## config.mk

```make
export PLATFORM = sky130hd
export DESIGN_NAME = rv_decoder
export DESIGN_NICKNAME = d
export VERILOG_FILES = /design/src/verilog/decoder_pkg.sv /design/src/verilog/alu_op_decode.sv /design/src/verilog/ctl_issue.sv /design/src/verilog/flow_op_decode.sv /design/src/verilog/instr_capture.sv /design/src/verilog/mem_op_decode.sv /design/src/verilog/rv_decoder.sv
export SDC_FILE = /design/constraint.sdc
export NUM_CORES = 1
export LEC_CHECK = 0
export BUFFER_PORTS_ARGS = -buffer_cell sky130_fd_sc_hd__buf_4
export CAP_MARGIN = 15
export CORE_MARGIN = 3
export CORE_UTILIZATION = 48
export DETAILED_ROUTE_END_ITERATION = 6
export HOLD_SLACK_MARGIN = 0.08
export PLACE_DENSITY_LB_ADDON = 0.05
export SYNTH_ARGS = -nofsm -noshare
export SYNTH_HDL_FRONTEND = slang
export SYNTH_SLANG_ARGS = --single-unit
```

## constraint.sdc

```tcl
create_clock -name clk -period 3.1 [get_ports clk]
set_input_delay 0.775 -clock clk [delete_from_list [all_inputs] [get_ports clk]]
set_output_delay 0.775 -clock clk [all_outputs]
set_load 0.02 [all_outputs]
```

## src/verilog/decoder_pkg.sv

```systemverilog
package decoder_pkg;

    typedef logic [31:0] instr_t;

    // major opcodes, instr[6:0]
    typedef enum logic [6:0] {
        OPC_IMM    = 7'b0010011,
        OPC_REG    = 7'b0110011,
        OPC_LOAD   = 7'b0000011,
        OPC_STORE  = 7'b0100011,
        OPC_LUI    = 7'b0110111,
        OPC_AUIPC  = 7'b0010111,
        OPC_JAL    = 7'b1101111,
        OPC_JALR   = 7'b1100111,
        OPC_BRANCH = 7'b1100011
    } major_op_e;

    // funct3 of the arithmetic groups, shared by OP-IMM and OP
    localparam logic [2:0] F3_ADD  = 3'b000;
    localparam logic [2:0] F3_SLL  = 3'b001;
    localparam logic [2:0] F3_SLT  = 3'b010;
    localparam logic [2:0] F3_SLTU = 3'b011;
    localparam logic [2:0] F3_XOR  = 3'b100;
    localparam logic [2:0] F3_SR   = 3'b101;
    localparam logic [2:0] F3_OR   = 3'b110;
    localparam logic [2:0] F3_AND  = 3'b111;

    localparam logic [2:0] F3_LB   = 3'b000;
    localparam logic [2:0] F3_LH   = 3'b001;
    localparam logic [2:0] F3_LW   = 3'b010;
    localparam logic [2:0] F3_LD   = 3'b011;
    localparam logic [2:0] F3_LBU  = 3'b100;
    localparam logic [2:0] F3_LHU  = 3'b101;
    localparam logic [2:0] F3_LWU  = 3'b110;

    localparam logic [2:0] F3_SB   = 3'b000;
    localparam logic [2:0] F3_SH   = 3'b001;
    localparam logic [2:0] F3_SW   = 3'b010;
    localparam logic [2:0] F3_SD   = 3'b011;

    localparam logic [2:0] F3_JALR = 3'b000;

    localparam logic [2:0] F3_BEQ  = 3'b000;
    localparam logic [2:0] F3_BNE  = 3'b001;
    localparam logic [2:0] F3_BLT  = 3'b100;
    localparam logic [2:0] F3_BGE  = 3'b101;
    localparam logic [2:0] F3_BLTU = 3'b110;
    localparam logic [2:0] F3_BGEU = 3'b111;

    localparam logic [6:0] F7_BASE = 7'b0000000;
    localparam logic [6:0] F7_ALT  = 7'b0100000;

    // rv64 shift immediates carry a six-bit shamt, so only funct6 is left
    localparam logic [5:0] F6_BASE = 6'b000000;
    localparam logic [5:0] F6_ALT  = 6'b010000;

    typedef enum logic [5:0] {
        OP_UNKNOWN = 6'd0,
        ADDI, SLTI, SLTIU, XORI, ORI, ANDI, SLLI, SRLI, SRAI,
        ADD, SUB, SLL, SLT, SLTU, XOR, SRL, SRA, OR, AND,
        LB, LH, LW, LD, LBU, LHU, LWU,
        SB, SH, SW, SD,
        LUI, AUIPC, JAL, JALR,
        BEQ, BNE, BLT, BGE, BLTU, BGEU
    } op_e;

    typedef enum logic [3:0] {
        ALU_NOP = 4'd0,
        ALU_ADD, ALU_SUB, ALU_AND, ALU_OR, ALU_XOR,
        ALU_SLT_S, ALU_SLT_U, ALU_SLL, ALU_SRL, ALU_SRA,
        ALU_DIRECT
    } alu_func_e;

    typedef struct packed {
        op_e       op;
        alu_func_e alu_func;
        logic      reg_write;
        logic      mem_read;
        logic      mem_write;
    } ctl_t;

    typedef struct packed {
        logic hit;
        ctl_t ctl;
    } group_ctl_t;

    // builds the result of a group decoder that recognised the word
    function automatic group_ctl_t group_hit(
        input op_e       op,
        input alu_func_e alu_func,
        input logic      reg_write,
        input logic      mem_read,
        input logic      mem_write
    );
        group_ctl_t g;
        g.hit           = 1'b1;
        g.ctl.op        = op;
        g.ctl.alu_func  = alu_func;
        g.ctl.reg_write = reg_write;
        g.ctl.mem_read  = mem_read;
        g.ctl.mem_write = mem_write;
        return g;
    endfunction

endpackage

```

## src/verilog/alu_op_decode.sv

```systemverilog
`timescale 1ns/1ps

module alu_op_decode
    import decoder_pkg::*;
(
    input  instr_t     instr,
    output group_ctl_t result
);
    logic [6:0] opcode;
    logic [2:0] f3;
    logic [6:0] f7;
    logic [5:0] f6;

    assign opcode = instr[6:0];
    assign f3     = instr[14:12];
    assign f7     = instr[31:25];
    assign f6     = instr[31:26];

    always_comb begin
        result = '0;
        unique case (opcode)
            OPC_IMM: begin
                unique case (f3)
                    F3_ADD:  result = group_hit(ADDI, ALU_ADD, 1'b1, 1'b0, 1'b0);
                    F3_SLT:  result = group_hit(SLTI, ALU_SLT_S, 1'b1, 1'b0, 1'b0);
                    F3_SLTU: result = group_hit(SLTIU, ALU_SLT_U, 1'b1, 1'b0, 1'b0);
                    F3_XOR:  result = group_hit(XORI, ALU_XOR, 1'b1, 1'b0, 1'b0);
                    F3_OR:   result = group_hit(ORI, ALU_OR, 1'b1, 1'b0, 1'b0);
                    F3_AND:  result = group_hit(ANDI, ALU_AND, 1'b1, 1'b0, 1'b0);
                    F3_SLL:  result = group_hit(SLLI, ALU_SLL, 1'b1, 1'b0, 1'b0);
                    F3_SR: begin
                        // shamt[5] sits in bit 25, so funct6 picks logical or arithmetic
                        unique case (f6)
                            F6_BASE: result = group_hit(SRLI, ALU_SRL, 1'b1, 1'b0, 1'b0);
                            F6_ALT:  result = group_hit(SRAI, ALU_SRA, 1'b1, 1'b0, 1'b0);
                            default: result = '0;
                        endcase
                    end
                endcase
            end
            OPC_REG: begin
                if (f7 == F7_BASE) begin
                    unique case (f3)
                        F3_ADD:  result = group_hit(ADD, ALU_ADD, 1'b1, 1'b0, 1'b0);
                        F3_SLL:  result = group_hit(SLL, ALU_SLL, 1'b1, 1'b0, 1'b0);
                        F3_SLT:  result = group_hit(SLT, ALU_SLT_S, 1'b1, 1'b0, 1'b0);
                        F3_SLTU: result = group_hit(SLTU, ALU_SLT_U, 1'b1, 1'b0, 1'b0);
                        F3_XOR:  result = group_hit(XOR, ALU_XOR, 1'b1, 1'b0, 1'b0);
                        F3_SR:   result = group_hit(SRL, ALU_SRL, 1'b1, 1'b0, 1'b0);
                        F3_OR:   result = group_hit(OR, ALU_OR, 1'b1, 1'b0, 1'b0);
                        F3_AND:  result = group_hit(AND, ALU_AND, 1'b1, 1'b0, 1'b0);
                    endcase
                end else if (f7 == F7_ALT) begin
                    // only sub and sra have an alternate form
                    unique case (f3)
                        F3_ADD:  result = group_hit(SUB, ALU_SUB, 1'b1, 1'b0, 1'b0);
                        F3_SR:   result = group_hit(SRA, ALU_SRA, 1'b1, 1'b0, 1'b0);
                        default: result = '0;
                    endcase
                end
            end
            default: result = '0;
        endcase
    end

endmodule

```

## src/verilog/ctl_issue.sv

```systemverilog
`timescale 1ns/1ps

module ctl_issue
    import decoder_pkg::*;
(
    input  logic       clk,
    input  logic       rst,
    input  logic       held_valid,
    input  group_ctl_t alu_result,
    input  group_ctl_t mem_result,
    input  group_ctl_t flow_result,
    output logic       take,
    output logic       out_req,
    input  logic       out_ack,
    output ctl_t       ctl
);
    typedef enum logic [1:0] {
        IDLE,
        REQ,
        WAIT_LOW
    } issue_state_e;

    issue_state_e state;
    ctl_t         merged;

    // the groups are disjoint, so a miss everywhere leaves op at OP_UNKNOWN
    always_comb begin
        if (alu_result.hit) begin
            merged = alu_result.ctl;
        end else if (mem_result.hit) begin
            merged = mem_result.ctl;
        end else if (flow_result.hit) begin
            merged = flow_result.ctl;
        end else begin
            merged = '0;
        end
    end

    assign take    = held_valid && (state == IDLE);
    assign out_req = (state == REQ);

    always_ff @(posedge clk) begin
        if (rst) begin
            state <= IDLE;
            ctl   <= '0;
        end else begin
            unique case (state)
                IDLE: begin
                    if (take) begin
                        ctl   <= merged;
                        state <= REQ;
                    end
                end
                REQ: begin
                    if (out_ack) begin
                        state <= WAIT_LOW;
                    end
                end
                WAIT_LOW: begin
                    if (!out_ack) begin
                        state <= IDLE;
                    end
                end
                default: begin
                    state <= IDLE;
                end
            endcase
        end
    end

endmodule

```

## src/verilog/flow_op_decode.sv

```systemverilog
`timescale 1ns/1ps

module flow_op_decode
    import decoder_pkg::*;
(
    input  instr_t     instr,
    output group_ctl_t result
);
    logic [6:0] opcode;
    logic [2:0] f3;

    assign opcode = instr[6:0];
    assign f3     = instr[14:12];

    always_comb begin
        result = '0;
        unique case (opcode)
            OPC_LUI:   result = group_hit(LUI, ALU_DIRECT, 1'b1, 1'b0, 1'b0);
            OPC_AUIPC: result = group_hit(AUIPC, ALU_ADD, 1'b1, 1'b0, 1'b0);
            OPC_JAL:   result = group_hit(JAL, ALU_ADD, 1'b1, 1'b0, 1'b0);
            OPC_JALR: begin
                if (f3 == F3_JALR) begin
                    result = group_hit(JALR, ALU_ADD, 1'b1, 1'b0, 1'b0);
                end
            end
            OPC_BRANCH: begin
                // branches compare elsewhere and write nothing
                unique case (f3)
                    F3_BEQ:  result = group_hit(BEQ, ALU_NOP, 1'b0, 1'b0, 1'b0);
                    F3_BNE:  result = group_hit(BNE, ALU_NOP, 1'b0, 1'b0, 1'b0);
                    F3_BLT:  result = group_hit(BLT, ALU_NOP, 1'b0, 1'b0, 1'b0);
                    F3_BGE:  result = group_hit(BGE, ALU_NOP, 1'b0, 1'b0, 1'b0);
                    F3_BLTU: result = group_hit(BLTU, ALU_NOP, 1'b0, 1'b0, 1'b0);
                    F3_BGEU: result = group_hit(BGEU, ALU_NOP, 1'b0, 1'b0, 1'b0);
                    default: result = '0;
                endcase
            end
            default: result = '0;
        endcase
    end

endmodule

```

## src/verilog/instr_capture.sv

```systemverilog
`timescale 1ns/1ps

module instr_capture
    import decoder_pkg::*;
(
    input  logic   clk,
    input  logic   rst,
    input  logic   in_req,
    output logic   in_ack,
    input  instr_t instr,
    output instr_t held_instr,
    output logic   held_valid,
    input  logic   take
);
    // ACKED keeps in_ack high until in_req drops, even if the word is already taken
    // HELD means the handshake is done but the word still waits for take
    typedef enum logic [1:0] {
        IDLE,
        ACKED,
        HELD
    } cap_state_e;

    cap_state_e state;
    logic       capture;

    assign capture = (state == IDLE) && in_req && !held_valid;
    assign in_ack  = (state == ACKED);

    always_ff @(posedge clk) begin
        if (rst) begin
            state      <= IDLE;
            held_valid <= 1'b0;
        end else begin
            unique case (state)
                IDLE: begin
                    if (capture) begin
                        state <= ACKED;
                    end
                end
                ACKED: begin
                    if (!in_req) begin
                        state <= (held_valid && !take) ? HELD : IDLE;
                    end
                end
                HELD: begin
                    if (take) begin
                        state <= IDLE;
                    end
                end
                default: begin
                    state <= IDLE;
                end
            endcase

            if (capture) begin
                held_valid <= 1'b1;
            end else if (take) begin
                held_valid <= 1'b0;
            end
        end
    end

    always_ff @(posedge clk) begin
        if (capture) begin
            held_instr <= instr;
        end
    end

endmodule

```

## src/verilog/mem_op_decode.sv

```systemverilog
`timescale 1ns/1ps

module mem_op_decode
    import decoder_pkg::*;
(
    input  instr_t     instr,
    output group_ctl_t result
);
    logic [6:0] opcode;
    logic [2:0] f3;

    assign opcode = instr[6:0];
    assign f3     = instr[14:12];

    always_comb begin
        result = '0;
        unique case (opcode)
            OPC_LOAD: begin
                unique case (f3)
                    F3_LB:   result = group_hit(LB, ALU_NOP, 1'b1, 1'b1, 1'b0);
                    F3_LH:   result = group_hit(LH, ALU_NOP, 1'b1, 1'b1, 1'b0);
                    F3_LW:   result = group_hit(LW, ALU_NOP, 1'b1, 1'b1, 1'b0);
                    F3_LD:   result = group_hit(LD, ALU_NOP, 1'b1, 1'b1, 1'b0);
                    F3_LBU:  result = group_hit(LBU, ALU_NOP, 1'b1, 1'b1, 1'b0);
                    F3_LHU:  result = group_hit(LHU, ALU_NOP, 1'b1, 1'b1, 1'b0);
                    F3_LWU:  result = group_hit(LWU, ALU_NOP, 1'b1, 1'b1, 1'b0);
                    default: result = '0;
                endcase
            end
            OPC_STORE: begin
                // store data passes straight through the alu
                unique case (f3)
                    F3_SB:   result = group_hit(SB, ALU_DIRECT, 1'b0, 1'b0, 1'b1);
                    F3_SH:   result = group_hit(SH, ALU_DIRECT, 1'b0, 1'b0, 1'b1);
                    F3_SW:   result = group_hit(SW, ALU_DIRECT, 1'b0, 1'b0, 1'b1);
                    F3_SD:   result = group_hit(SD, ALU_DIRECT, 1'b0, 1'b0, 1'b1);
                    default: result = '0;
                endcase
            end
            default: result = '0;
        endcase
    end

endmodule

```

## src/verilog/rv_decoder.sv

```systemverilog
`timescale 1ns/1ps

module rv_decoder
    import decoder_pkg::*;
(
    input  logic   clk,
    input  logic   rst,
    input  logic   in_req,
    output logic   in_ack,
    input  instr_t instr,
    output logic   out_req,
    input  logic   out_ack,
    output ctl_t   ctl
);
    instr_t     held_instr;
    logic       held_valid;
    logic       take;
    group_ctl_t alu_result;
    group_ctl_t mem_result;
    group_ctl_t flow_result;

    instr_capture u_capture (
        .clk        (clk),
        .rst        (rst),
        .in_req     (in_req),
        .in_ack     (in_ack),
        .instr      (instr),
        .held_instr (held_instr),
        .held_valid (held_valid),
        .take       (take)
    );

    alu_op_decode u_alu (
        .instr  (held_instr),
        .result (alu_result)
    );

    mem_op_decode u_mem (
        .instr  (held_instr),
        .result (mem_result)
    );

    flow_op_decode u_flow (
        .instr  (held_instr),
        .result (flow_result)
    );

    ctl_issue u_issue (
        .clk         (clk),
        .rst         (rst),
        .held_valid  (held_valid),
        .alu_result  (alu_result),
        .mem_result  (mem_result),
        .flow_result (flow_result),
        .take        (take),
        .out_req     (out_req),
        .out_ack     (out_ack),
        .ctl         (ctl)
    );

endmodule
```

==> results.json <==
{
  "worst_skew_pair_later_pin_latency_ns": 0.30,
  "global_route_wire_length_before_repair_mm": 8.562,
  "clk_path_buf_depth": 2,
  "fmax_ghz": 0.4291,
  "crit_fanout": 7,
  "remaining_drc_errors": 0,
  "maxCapViolations": 0,
  "num-nets-final": 317,
  "final_layout_size_suffix_gt1_share_pct": 20.73,
  "grt_overflow_total": 0,
  "total_vias_in_the_final_route": 1902,
  "cts_inserted_buffers": 5,
  "end_kind": "flip-flop",
  "layout.cells.most_common": "sky130_fd_sc_hd__buf_4",
  "vdd.ir_drop.worst_uv": 295.3,
  "yosys_warnings": 0,
  "critical_path_required_ns": 3.29,
  "hold_viol_final": 0,
  "initial_utilization_pct": 50.39,
  "cts.hold.buffers_added": 0,
  "synthesis.instances": 240,
  "route.detailed.vias_per_inst": 5.817,
  "synth_enable_flop_cells": 17,
  "drt-initial-drc-count": 142,
  "mostFrequentLayoutCells": "sky130_fd_sc_hd__buf_4 (38), sky130_fd_sc_hd__dfxtp_1 (27), sky130_fd_sc_hd__nor2_1 (23), sky130_fd_sc_hd__a21oi_1 (21), sky130_fd_sc_hd__o21ai_0 (21)",
  "critical_path_source_type": "input pin",
  "run_status": "complete, no violations",
  "post_synth_num_cell_types": 50,
  "worst_clock_skew_ns": 0.001437,
  "seq_area_um2": 1051,
  "fillerInstances": 434,
  "finalWorstPathRequiredPeriod_ns": 2.331,
  "cts_max_level": 2,
  "drv_slew": 0,
  "wl_mm": 5.114,
  "clk_pin_slew_worst_paths_ns": 0.08,
  "io_buffer_count": 35,
  "cts.sink_count": 44,
  "static-leakage-power_nw": 1.055,
  "wl_per_cell_um": 15.64,
  "cts_resized": 0,
  "synth_ff_type": "sky130_fd_sc_hd__dfxtp_1",
  "total_power_mw": 1.335,
  "core_area_um2": 4444,
  "setup-tns-final_ns": 0,
  "dieHeight_um": 74.31,
  "synthesis.area_per_instance_um2": 9.332,
  "pin_count_of_the_biggest_net_entering_global_routing": 20,
  "register_bit_count_reported_by_yosys": 44,
  "synthArstFlopShare_pct": 0,
  "place_hpwl_mm": 3.792,
  "grt_pass1_vias": 1799,
  "areaGrowthSynthToFinish_pct": 18.77,
  "rows": 24,
  "cp.arrival_ns": 2.52,
  "mappedNetlistNets": 283,
  "max-slew-margin-rel_pct": 56.60,
  "finalCritPeriodShare_pct": 75.18,
  "antenna_found_initial": 0,
  "placedInstanceArea_um2": 2555,
  "seq_area_frac_synth_pct": 46.93,
  "num_antenna_cells": 0,
  "worst-setup-path-type": "in2reg",
  "syn_area_um2": 2240,
  "cts_setup_buffers": 0,
  "multi_input_area_um2": 1109,
  "rsz0062_at_grt": "no",
  "gpl.final_weighted_congestion": 0.9010,
  "root_buf_cell": "sky130_fd_sc_hd__clkbuf_8",
  "tritoncts": "built",
  "globalRouteTotalUtil_pct": 20.31,
  "instances_no_fill": 327,
  "worst-slew-pin-transition_ns": 0.6510,
  "full_die_area_um2": 5521,
  "design.portCount": 51,
  "postRouteAntennaNets": 0,
  "power_density_nw_per_um2": 502.0,
  "timing.hold.worst.class": "reg2reg",
  "die_w_um": 74.31,
  "post-route-cell-area_um2": 2660,
  "firstDrtPassIters": 4,
  "placed_cell_count": 319,
  "finalSetupViolations": 0
}
[synth_stat cells (all sizes together) (4+ instances only)]
cell type / n / area, um2
inv: 12 / 45.04
nor4: 5 / 31.28
clkbuf: 7 / 26.28
nand2: 16 / 60.06
buf: 4 / 17.52
nand3: 4 / 20.02
a211oi: 10 / 85.08
a21oi: 21 / 105.1
edfxtp: 17 / 510.5
nor2: 23 / 86.33
ha: 7 / 87.58
o21ai: 21 / 105.1
nand2b: 4 / 25.02
nor2b: 5 / 31.28
nor3: 7 / 35.03
dfxtp: 27 / 540.5
[worst paths after layout]
kind / from / slack (ns) / cells after the start / endpoint
hold reg to reg: u_issue.ctl[1] / 0.46 / 2 / u_issue.ctl[1]
hold / removal: u_issue.ctl[1] / 0.46 / 2 / u_issue.ctl[1]
setup reg to reg: u_capture.held_instr[5] / 0.86 / 5 / u_issue.ctl[10]
setup / recovery: in_req / 0.77 / 7 / flip-flop
[kinds of logic after synthesis]
kind of cell               count (synthesis)  synth area share [%]
adders and majority gates                  7                 3.910
DFF                                       44                 46.93
AOI/OAI and AO/OA                         75                 21.62
muxes                                      1                0.4469
xor gates and xnor gates                   4                 1.565
buffers and inverters                     23                 3.967
and+or+nand+nor                           86                 21.56
[power by group]
group | internal (mW) | switching [mW]
clock | 0.207 | 0.202
combinational | 0.0969 | 0.131
sequential | 0.659 | 0.0401
total | 0.962 | 0.373
[critical path, cell delays in order]
cell	delay (ns)
sky130_fd_sc_hd__buf_4	0.09
sky130_fd_sc_hd__nor4b_4	0.46
sky130_fd_sc_hd__mux2i_1	0.50
sky130_fd_sc_hd__inv_1	0.17
sky130_fd_sc_hd__ha_1	0.32
sky130_fd_sc_hd__nor2_1	0.14
sky130_fd_sc_hd__a21oi_1	0.05
[routing by layer]
layer	part of all wire [%]	vias up	track usage, %
met3	6.2	14	5.135
met2	47	56	32.78
li1	-	950	-
met1	44	882	26.69
met5	0	-	0
met4	2.5	0	6.917
[per-stage QoR]
stage               util [%]  hold slack (ns)  setup slack, ns
global placement       57.49           0.4442           0.4835
finish                 59.85           0.4645           0.7693
detailed placement     57.49           0.4557           0.4091
global route           59.85           0.5125           0.5732
floorplan                  -           0.4835           0.3192
CTS                    59.85           0.4675           0.7323
[cell type report]
class / instances / share of cell area, %
flip-flops and latches: 44 / 39.51
multi-input cells: 173 / 41.67
clock inverters: 2 / 0.4233
inverters: 12 / 1.693
well taps: 52 / 2.446
clock buffers: 6 / 3.528
repair buffers: 38 / 10.72
No activity file was read; power rests on OpenSTA's default activity.
